**src/rtl/copper_pkg.sv**
```systemverilog
package copper_pkg;

    // Program counter covers 1K instruction words
    localparam int PC_W = 10;

    // Beam counters and compare positions
    localparam int POS_W = 11;

    // One instruction is a full 32-bit word
    localparam int INSN_W = 32;

    // XR write bus
    localparam int XR_AW = 16;
    localparam int XR_DW = 16;

    // XR memory windows, only the upper bits take part in address composition
    localparam logic [XR_AW-1:0] XR_COLOR_BASE  = 16'h8000;
    localparam logic [XR_AW-1:0] XR_COPPER_BASE = 16'hC000;

    // 640x480 frame totals including blanking
    localparam int H_TOTAL = 800;
    localparam int V_TOTAL = 525;

    // Restart a few pixels before the end of the last line
    localparam int RESTART_H_OFFSET = 4;
    localparam logic [POS_W-1:0] RESTART_H = POS_W'(H_TOTAL - RESTART_H_OFFSET);
    localparam logic [POS_W-1:0] RESTART_V = POS_W'(V_TOTAL - 1);

    // Opcode in instruction bits 31:29
    typedef enum logic [2:0] {
        OP_WAIT   = 3'b000,
        OP_SKIP   = 3'b001,
        OP_JUMP   = 3'b010,
        OP_MOVER  = 3'b011,
        OP_RSVD_F = 3'b100,
        OP_MOVEP  = 3'b101,
        OP_MOVEC  = 3'b110,
        OP_RSVD   = 3'b111
    } copper_op_e;

    // Execution FSM states
    typedef enum logic [2:0] {
        ST_INIT    = 3'b000,
        ST_WAIT    = 3'b001,
        ST_LATCH   = 3'b010,
        ST_PRECOMP = 3'b011,
        ST_EXEC    = 3'b100
    } copper_state_e;

endpackage

```
**src/rtl/copper.sv**
```systemverilog
`timescale 1ns/10ps

module copper import copper_pkg::*; (
    input  logic               clk,
    input  logic               copp_reset,
    // Host access to the control register
    input  logic               copp_reg_wr_i,
    input  logic [15:0]        copp_reg_data_i,
    // Beam position from video timing
    input  logic [POS_W-1:0]   h_count_i,
    input  logic [POS_W-1:0]   v_count_i,
    // Copper memory read port
    output logic               coppermem_rd_en_o,
    output logic [PC_W-1:0]    coppermem_rd_addr_o,
    input  logic [INSN_W-1:0]  coppermem_rd_data_i,
    // XR write port
    output logic               xr_wr_en_o,
    input  logic               xr_wr_ack_i,
    output logic [XR_AW-1:0]   xr_wr_addr_o,
    output logic [XR_DW-1:0]   xr_wr_data_o
);

    // Latched instruction and its decoded fields
    logic [INSN_W-1:0] insn;
    copper_op_e        op;
    logic              ignore_v;
    logic              ignore_h;
    logic [POS_W-1:0]  v_pos;
    logic [POS_W-1:0]  h_pos;
    logic [PC_W-1:0]   jump_pc;
    logic [XR_AW-1:0]  xr_addr;
    logic [XR_DW-1:0]  xr_data;

    // Handshake between sequencer and the helper blocks
    logic              compare_en;
    logic              position_met;
    logic              move_strobe;

    // Fetch, program counter and FSM
    copper_sequencer u_sequencer (
        .clk                 (clk),
        .copp_reset          (copp_reset),
        .copp_reg_wr_i       (copp_reg_wr_i),
        .copp_reg_data_i     (copp_reg_data_i),
        .h_count_i           (h_count_i),
        .v_count_i           (v_count_i),
        .coppermem_rd_data_i (coppermem_rd_data_i),
        .coppermem_rd_en_o   (coppermem_rd_en_o),
        .coppermem_rd_addr_o (coppermem_rd_addr_o),
        .insn_o              (insn),
        .op_i                (op),
        .jump_pc_i           (jump_pc),
        .position_met_i      (position_met),
        .compare_en_o        (compare_en),
        .move_strobe_o       (move_strobe)
    );

    // Field extraction
    copper_decode u_decode (
        .insn_i     (insn),
        .op_o       (op),
        .ignore_v_o (ignore_v),
        .ignore_h_o (ignore_h),
        .v_pos_o    (v_pos),
        .h_pos_o    (h_pos),
        .jump_pc_o  (jump_pc),
        .xr_addr_o  (xr_addr),
        .xr_data_o  (xr_data)
    );

    // WAIT and SKIP condition
    copper_position_compare u_compare (
        .clk            (clk),
        .compare_en_i   (compare_en),
        .h_count_i      (h_count_i),
        .v_count_i      (v_count_i),
        .v_pos_i        (v_pos),
        .h_pos_i        (h_pos),
        .ignore_v_i     (ignore_v),
        .ignore_h_i     (ignore_h),
        .position_met_o (position_met)
    );

    // MOVE result goes out on the XR bus
    copper_xr_writer u_xr_writer (
        .clk           (clk),
        .copp_reset    (copp_reset),
        .move_strobe_i (move_strobe),
        .xr_addr_i     (xr_addr),
        .xr_data_i     (xr_data),
        .xr_wr_ack_i   (xr_wr_ack_i),
        .xr_wr_en_o    (xr_wr_en_o),
        .xr_wr_addr_o  (xr_wr_addr_o),
        .xr_wr_data_o  (xr_wr_data_o)
    );

endmodule

```
**src/rtl/copper_decode.sv**
```systemverilog
`timescale 1ns/10ps

module copper_decode import copper_pkg::*; (
    input  logic [INSN_W-1:0] insn_i,
    output copper_op_e        op_o,
    output logic              ignore_v_o,
    output logic              ignore_h_o,
    output logic [POS_W-1:0]  v_pos_o,
    output logic [POS_W-1:0]  h_pos_o,
    output logic [PC_W-1:0]   jump_pc_o,
    output logic [XR_AW-1:0]  xr_addr_o,
    output logic [XR_DW-1:0]  xr_data_o
);

    // Opcode sits in the top three bits
    assign op_o = copper_op_e'(insn_i[31:29]);

    // WAIT and SKIP flags in the low bits of the second half
    assign ignore_v_o = insn_i[0];
    assign ignore_h_o = insn_i[1];

    // Vertical position shares its bits with the MOVEC address
    assign v_pos_o = insn_i[26:16];
    assign h_pos_o = insn_i[14:4];

    // JMP target is word aligned in the encoding, drop bit 16
    assign jump_pc_o = insn_i[26:17];

    // Every MOVE carries its data in the low half
    assign xr_data_o = insn_i[15:0];

    // XR target address by MOVE variant
    always_comb begin
        case (op_o)
            OP_MOVER: begin
                // Plain register number
                xr_addr_o = {8'h00, insn_i[23:16]};
            end
            OP_MOVEP: begin
                // 512 entry colour window
                xr_addr_o = {XR_COLOR_BASE[15:9], insn_i[24:16]};
            end
            OP_MOVEC: begin
                // 2K copper memory window
                xr_addr_o = {XR_COPPER_BASE[15:11], insn_i[26:16]};
            end
            default: begin
                // No target for non-move or reserved codes
                xr_addr_o = '0;
            end
        endcase
    end

endmodule

```
**src/rtl/copper_position_compare.sv**
```systemverilog
`timescale 1ns/10ps

module copper_position_compare import copper_pkg::*; (
    input  logic             clk,
    input  logic             compare_en_i,
    input  logic [POS_W-1:0] h_count_i,
    input  logic [POS_W-1:0] v_count_i,
    input  logic [POS_W-1:0] v_pos_i,
    input  logic [POS_W-1:0] h_pos_i,
    input  logic             ignore_v_i,
    input  logic             ignore_h_i,
    output logic             position_met_o
);

    // Per-axis result, registered on the PRECOMP cycle
    logic v_reached;
    logic h_reached;

    // Reached means the beam is at or past the target
    always_ff @(posedge clk) begin
        if (compare_en_i) begin
            v_reached <= (v_count_i >= v_pos_i);
            h_reached <= (h_count_i >= h_pos_i);
        end
    end

    // Ignored axis counts as reached
    // Both ignored gives a constant true
    assign position_met_o = (v_reached | ignore_v_i) & (h_reached | ignore_h_i);

endmodule

```
**src/rtl/copper_sequencer.sv**
```systemverilog
`timescale 1ns/10ps

module copper_sequencer import copper_pkg::*; (
    input  logic               clk,
    input  logic               copp_reset,
    input  logic               copp_reg_wr_i,
    input  logic [15:0]        copp_reg_data_i,
    input  logic [POS_W-1:0]   h_count_i,
    input  logic [POS_W-1:0]   v_count_i,
    input  logic [INSN_W-1:0]  coppermem_rd_data_i,
    output logic               coppermem_rd_en_o,
    output logic [PC_W-1:0]    coppermem_rd_addr_o,
    output logic [INSN_W-1:0]  insn_o,
    input  copper_op_e         op_i,
    input  logic [PC_W-1:0]    jump_pc_i,
    input  logic               position_met_i,
    output logic               compare_en_o,
    output logic               move_strobe_o
);

    // Control register contents
    logic              copper_en;
    logic [PC_W-1:0]   init_pc;

    copper_state_e     state;
    logic [PC_W-1:0]   pc;
    logic              rd_strobe;
    logic [INSN_W-1:0] insn;

    logic              frame_restart;
    logic              wait_forever;
    logic              wait_met;
    logic              is_move;

    // Restart point sits just ahead of the first visible pixel
    assign frame_restart = (h_count_i == RESTART_H) && (v_count_i == RESTART_V);

    // WAIT with both axes ignored parks until the next restart
    // Flag bits come straight from the latched word
    assign wait_forever = insn[0] & insn[1];
    assign wait_met     = position_met_i & ~wait_forever;

    assign is_move = (op_i == OP_MOVER) || (op_i == OP_MOVEP) || (op_i == OP_MOVEC);

    // Comparator samples the beam during PRECOMP
    assign compare_en_o = (state == ST_PRECOMP);

    // One strobe per executed MOVE, suppressed when a restart takes over
    assign move_strobe_o = (state == ST_EXEC) && is_move && !frame_restart;

    assign coppermem_rd_en_o   = rd_strobe;
    assign coppermem_rd_addr_o = pc;
    assign insn_o              = insn;

    // Control register, written by the host
    always_ff @(posedge clk) begin
        if (copp_reset) begin
            copper_en <= 1'b0;
            init_pc   <= '0;
        end else if (copp_reg_wr_i) begin
            copper_en <= copp_reg_data_i[15];
            init_pc   <= copp_reg_data_i[PC_W-1:0];
        end
    end

    // Instruction latch, fetched word lands two edges after the read strobe
    always_ff @(posedge clk) begin
        if (state == ST_LATCH) begin
            insn <= coppermem_rd_data_i;
        end
    end

    // Execution FSM and program counter
    always_ff @(posedge clk) begin
        if (copp_reset) begin
            state     <= ST_INIT;
            pc        <= '0;
            rd_strobe <= 1'b0;
        end else begin
            // Read strobe is a single cycle pulse by default
            rd_strobe <= 1'b0;

            if (frame_restart) begin
                state <= ST_INIT;
                pc    <= init_pc;
            end else begin
                case (state)
                    // Idle here while disabled
                    ST_INIT: begin
                        if (copper_en) begin
                            rd_strobe <= 1'b1;
                            state     <= ST_WAIT;
                        end
                    end
                    // Memory is registering the word at pc
                    ST_WAIT: begin
                        if (copper_en) begin
                            // Step ahead now, memory already has the old address
                            pc    <= pc + 1'b1;
                            state <= ST_LATCH;
                        end else begin
                            state <= ST_INIT;
                        end
                    end
                    ST_LATCH: begin
                        state <= ST_PRECOMP;
                    end
                    // Beam comparison registered this cycle
                    ST_PRECOMP: begin
                        state <= ST_EXEC;
                    end
                    ST_EXEC: begin
                        // Next fetch starts here unless a WAIT keeps looping
                        rd_strobe <= 1'b1;
                        state     <= ST_WAIT;
                        case (op_i)
                            OP_WAIT: begin
                                if (!wait_met) begin
                                    // Retest on the next pass
                                    rd_strobe <= 1'b0;
                                    state     <= ST_PRECOMP;
                                end
                            end
                            OP_SKIP: begin
                                // Jump over the following word
                                if (position_met_i) begin
                                    pc <= pc + 1'b1;
                                end
                            end
                            OP_JUMP: begin
                                pc <= jump_pc_i;
                            end
                            // MOVEs only strobe the XR writer
                            // Reserved codes fall through as no-ops
                            default: begin
                            end
                        endcase
                    end
                    default: begin
                        state <= ST_INIT;
                    end
                endcase
            end
        end
    end

endmodule

```
**src/rtl/copper_xr_writer.sv**
```systemverilog
`timescale 1ns/10ps

module copper_xr_writer import copper_pkg::*; (
    input  logic             clk,
    input  logic             copp_reset,
    input  logic             move_strobe_i,
    input  logic [XR_AW-1:0] xr_addr_i,
    input  logic [XR_DW-1:0] xr_data_i,
    input  logic             xr_wr_ack_i,
    output logic             xr_wr_en_o,
    output logic [XR_AW-1:0] xr_wr_addr_o,
    output logic [XR_DW-1:0] xr_wr_data_o
);

    // Write request stays up until acknowledged
    // A fresh MOVE in the ack cycle keeps it up
    always_ff @(posedge clk) begin
        if (copp_reset) begin
            xr_wr_en_o <= 1'b0;
        end else if (move_strobe_i) begin
            xr_wr_en_o <= 1'b1;
        end else if (xr_wr_ack_i) begin
            xr_wr_en_o <= 1'b0;
        end
    end

    // Address and data, a pending write is simply overwritten
    always_ff @(posedge clk) begin
        if (move_strobe_i) begin
            xr_wr_addr_o <= xr_addr_i;
            xr_wr_data_o <= xr_data_i;
        end
    end

endmodule

```
**config.mk**
```make
export PLATFORM = sky130hd
export DESIGN_NAME = copper
export DESIGN_NICKNAME = d
export VERILOG_FILES = /design/src/rtl/copper_pkg.sv /design/src/rtl/copper.sv /design/src/rtl/copper_decode.sv /design/src/rtl/copper_position_compare.sv /design/src/rtl/copper_sequencer.sv /design/src/rtl/copper_xr_writer.sv
export SDC_FILE = /design/constraint.sdc
export NUM_CORES = 1
export LEC_CHECK = 0
export BUFFER_PORTS_ARGS = -buffer_cell sky130_fd_sc_hd__buf_4
export CAP_MARGIN = 20
export CORE_MARGIN = 5
export CORE_UTILIZATION = 45
export CTS_CLUSTER_DIAMETER = 30
export DETAILED_ROUTE_END_ITERATION = 6
export GPL_TIMING_DRIVEN = 0
export HOLD_SLACK_MARGIN = 0.15
export PLACE_DENSITY = 0.71
export SLEW_MARGIN = 15
export SYNTH_ARGS = -nofsm -noshare
export SYNTH_HDL_FRONTEND = slang
export SYNTH_SLANG_ARGS = --single-unit
```
**constraint.sdc**
```tcl
create_clock -name clk -period 4 [get_ports clk]
set_input_delay 1 -clock clk [delete_from_list [all_inputs] [get_ports clk]]
set_output_delay 1 -clock clk [all_outputs]
set_load 0.01 [all_outputs]
```
==> results.py <==
metrics = {
    "run_status": {
        "status": "finished clean",
    },
    "route": {
        "initialDrtViolationCount": 145,
        "remaining_drc_errors": 0,
        "routed_wl_mm": 9.24,
        "drt-vias-per-instance": 5.18,
        "via_count": 2882,
        "drt_pass1_iterations": 5,
        "wl_per_cell_um": 16.6,
        "drtAntennaViolNets": 0,
    },
    "clock_tree": {
        "cts_tree": "done",
        "root_buffer": "clkbuf_8",
        "clk_path_buf_depth": 2,
        "cts.sinks": 87,
        "insertion_delay_ps": 370,
        "cts_buffers": 9,
        "path_clk_slew_ps": 90,
        "htreeDepth": 3,
        "cts_resized": 0,
        "cts_setup_buffers": 0,
        "ctsHoldBuffers": 0,
    },
    "worst_setup_path": {
        "arrival_ps": 2850,
        "end_kind": "register",
        "crit_path_max_fanout": 30,
        "path_cells": "buf_4, nor4bb_1, nand4_1, or4_1, buf_2, and4_4, o21ba_1",
        "crit_type": "in2reg",
        "max_stage_delay_ps": 410,
        "startpoint_type": "input pin",
        "required_ps": 4260,
        "cp_num_buf_inv": 2,
        "slowest_stage": "or4_1",
        "cp_top_family": "simple AND/OR/NAND/NOR gates",
    },
    "floorplanning": {
        "num_rows": 34,
        "die_w_um": 104,
        "ios": 118,
        "core-area_mm2": 0.00868,
        "die_h_um": 104,
        "start_util_pct": 45.7,
        "die_area_mm2": 0.0108,
    },
    "power": {
        "p_leak_nw": 2.15,
        "peakVddDrop_mv": 0.204,
        "power.density_mw_per_mm2": 348,
    },
    "sta": {
        "slew_headroom_pct": 41.7,
        "finalCritPeriodShare_pct": 64.8,
        "fin_setup_tns_ps": 0,
        "rsz0062_at_grt": "false",
        "worst_clock_skew_ps": 10.9,
        "setup_viol": 0,
        "hold_viol_final": 0,
        "timing.fmax_ghz": 0.386,
        "timing.hold.ws_ps": 426,
        "drv_slew": 0,
        "worst_slack_ps": 1410,
        "worst_pin_slew_ps": 868,
        "final.min_clock_period_ps": 2590,
    },
    "flow_run": {
        "timing.max_cap.violations": 0,
    },
    "finish": {
        "syn_to_final_growth_pct": 29.7,
        "nNetsFinal": 540,
        "num_antenna_cells": 0,
        "layout-drive-gt1-share_pct": 33.3,
    },
    "yosys": {
        "ys_warn_count": 0,
        "synth_cell_type_count": 54,
        "synthesis.area_mm2": 0.00397,
        "synth_edf_count": 61,
        "async_reset_ff_share_pct": 0,
        "yosys_register_bits": 87,
        "synth_top_area_share_pct": 46.2,
        "ys.flop_type": "edfxtp_1",
        "yosys-top-cells-area": "edfxtp_1 46%, dfxtp_1 13%, ha_1 7.3%",
        "ys_seq_area_share_pct": 59.3,
        "synthCells": 320,
        "yosysTopAreaCell": "edfxtp_1",
        "syn_area_per_cell_um2": 12.4,
    },
    "placement": {
        "routabilityCongestion": 0.793,
        "hpwlAfterDp_mm": 7.15,
        "pre_cts_slack_ps": 1030,
        "io_buffers": 106,
    },
    "grt": {
        "antenna_found_initial": 0,
        "grt_pass1_wl_mm": 14.7,
        "grt_overflow": 0,
        "grt_pass1_vias": 3018,
        "grt_max_degree": 31,
        "grt_usage_pct": 17.1,
    },
    "min_path": {
        "hold_path.class": "reg2reg",
    },
}
[metrics by stage]
stage          total power, mW  util, %  area [um^2]  instances
2_1_floorplan             1.10        -         3980        322
6_report                  1.79     59.3         5150        556
4_1_cts                   1.81     59.3         5140        555
3_5_place_dp              1.19     56.9         4940        539
3_3_place_gp              1.17     56.5         4910        536
5_1_grt                   1.86     59.3         5150        556
[worst paths after layout]
check,cells past startpoint,slack [ps],to,startpoint
setup reg to reg,4,1790,u_xr_writer.xr_wr_addr_o[9],u_sequencer.insn_o[29]
hold / removal,0,430,u_xr_writer.xr_wr_data_o[15],u_sequencer.insn_o[15]
hold reg to reg,0,430,u_xr_writer.xr_wr_data_o[15],u_sequencer.insn_o[15]
setup / recovery,7,1410,u_xr_writer.xr_wr_en_o,v_count_i[5]
[area by class of cell]
type / instances / area (um^2)
Fill cell: 718 / 3530
Sequential cell: 87 / 2350
Multi-Input combinational cell: 195 / 1460
Timing Repair Buffer: 110 / 831
Tap cell: 108 / 135
Clock buffer: 9 / 124
Inverter: 27 / 101
Clock inverter: 7 / 77.6
Buffer: 13 / 72.6
[power by group]
group	internal [mW]	switching (mW)
combinational	0.0874	0.0724
sequential	0.988	0.0170
clock	0.297	0.331
total	1.37	0.421
[per-layer routing]
| layer | vias up | global-route usage, % | part of all wire [%] |
|---|---|---|---|
| met2 | 94 | 29.6 | 51 |
| li1 | 1407 | - | - |
| met4 | 0 | 8.42 | 2.9 |
| met3 | 22 | 3.91 | 5.9 |
| met1 | 1359 | 19.8 | 40 |
| met5 | - | 0 | 0 |
[synthesized netlist by cell type, types with 2 or more instances]
library cell	instances
nand3_1	3
nand2_1	14
a311oi_2	6
buf_1	2
xnor2_1	7
o211ai_1	3
a211o_1	7
clkbuf_1	3
nor4_1	3
nand2b_1	3
nor3_1	7
o21ai_0	7
nand4_1	4
a21o_1	3
nor4bb_1	2
dfxtp_1	26
and2_1	11
nor2_1	31
edfxtp_1	61
o211a_1	2
o21a_1	2
buf_2	4
ha_1	23
nor3b_1	3
mux2i_1	11
inv_1	27
a21boi_0	2
a21oi_1	10
nor2b_1	5
buf_4	3
and3_1	2
[cells in the final DEF, fill, tap and decap left out, types with 9 or more instances in the layout]
master	instances
a21oi_1	10
and2_1	11
buf_4	110
clkbuf_8	9
dfxtp_1	26
edfxtp_1	61
ha_1	23
inv_1	27
mux2i_1	11
nand2_1	14
nor2_1	31
[logic make-up (layout without fill, tap and decap cells)]
group	after synthesis	after routing	synth area share, %
compound gates	54	54	11.0
xor+xnor	8	8	1.77
fa+ha+maj	23	23	7.25
buf+inv	40	166	4.38
flops	87	87	59.3
mux	11	11	2.77
other cells	1	3	0.0945
simple gates	96	96	13.4
[worst register-to-register path, delay by kind of cell, from the launching register on]
kind            cells  cell delay [ps]
simple gates        2              980
compound gates      2              430
flops               1              440
[flip-flops by register name (all words and copies together) (netlist names)]
register	flops
u_compare.h_reached	1
u_compare.v_reached	1
u_sequencer.copper_en	1
u_sequencer.coppermem_rd_addr_o	10
u_sequencer.coppermem_rd_en_o	1
u_sequencer.init_pc	10
u_sequencer.insn_o	30
u_sequencer.state	3
u_xr_writer.xr_wr_addr_o	13
u_xr_writer.xr_wr_data_o	16
u_xr_writer.xr_wr_en_o	1
Power figures use the tool's default switching activity.
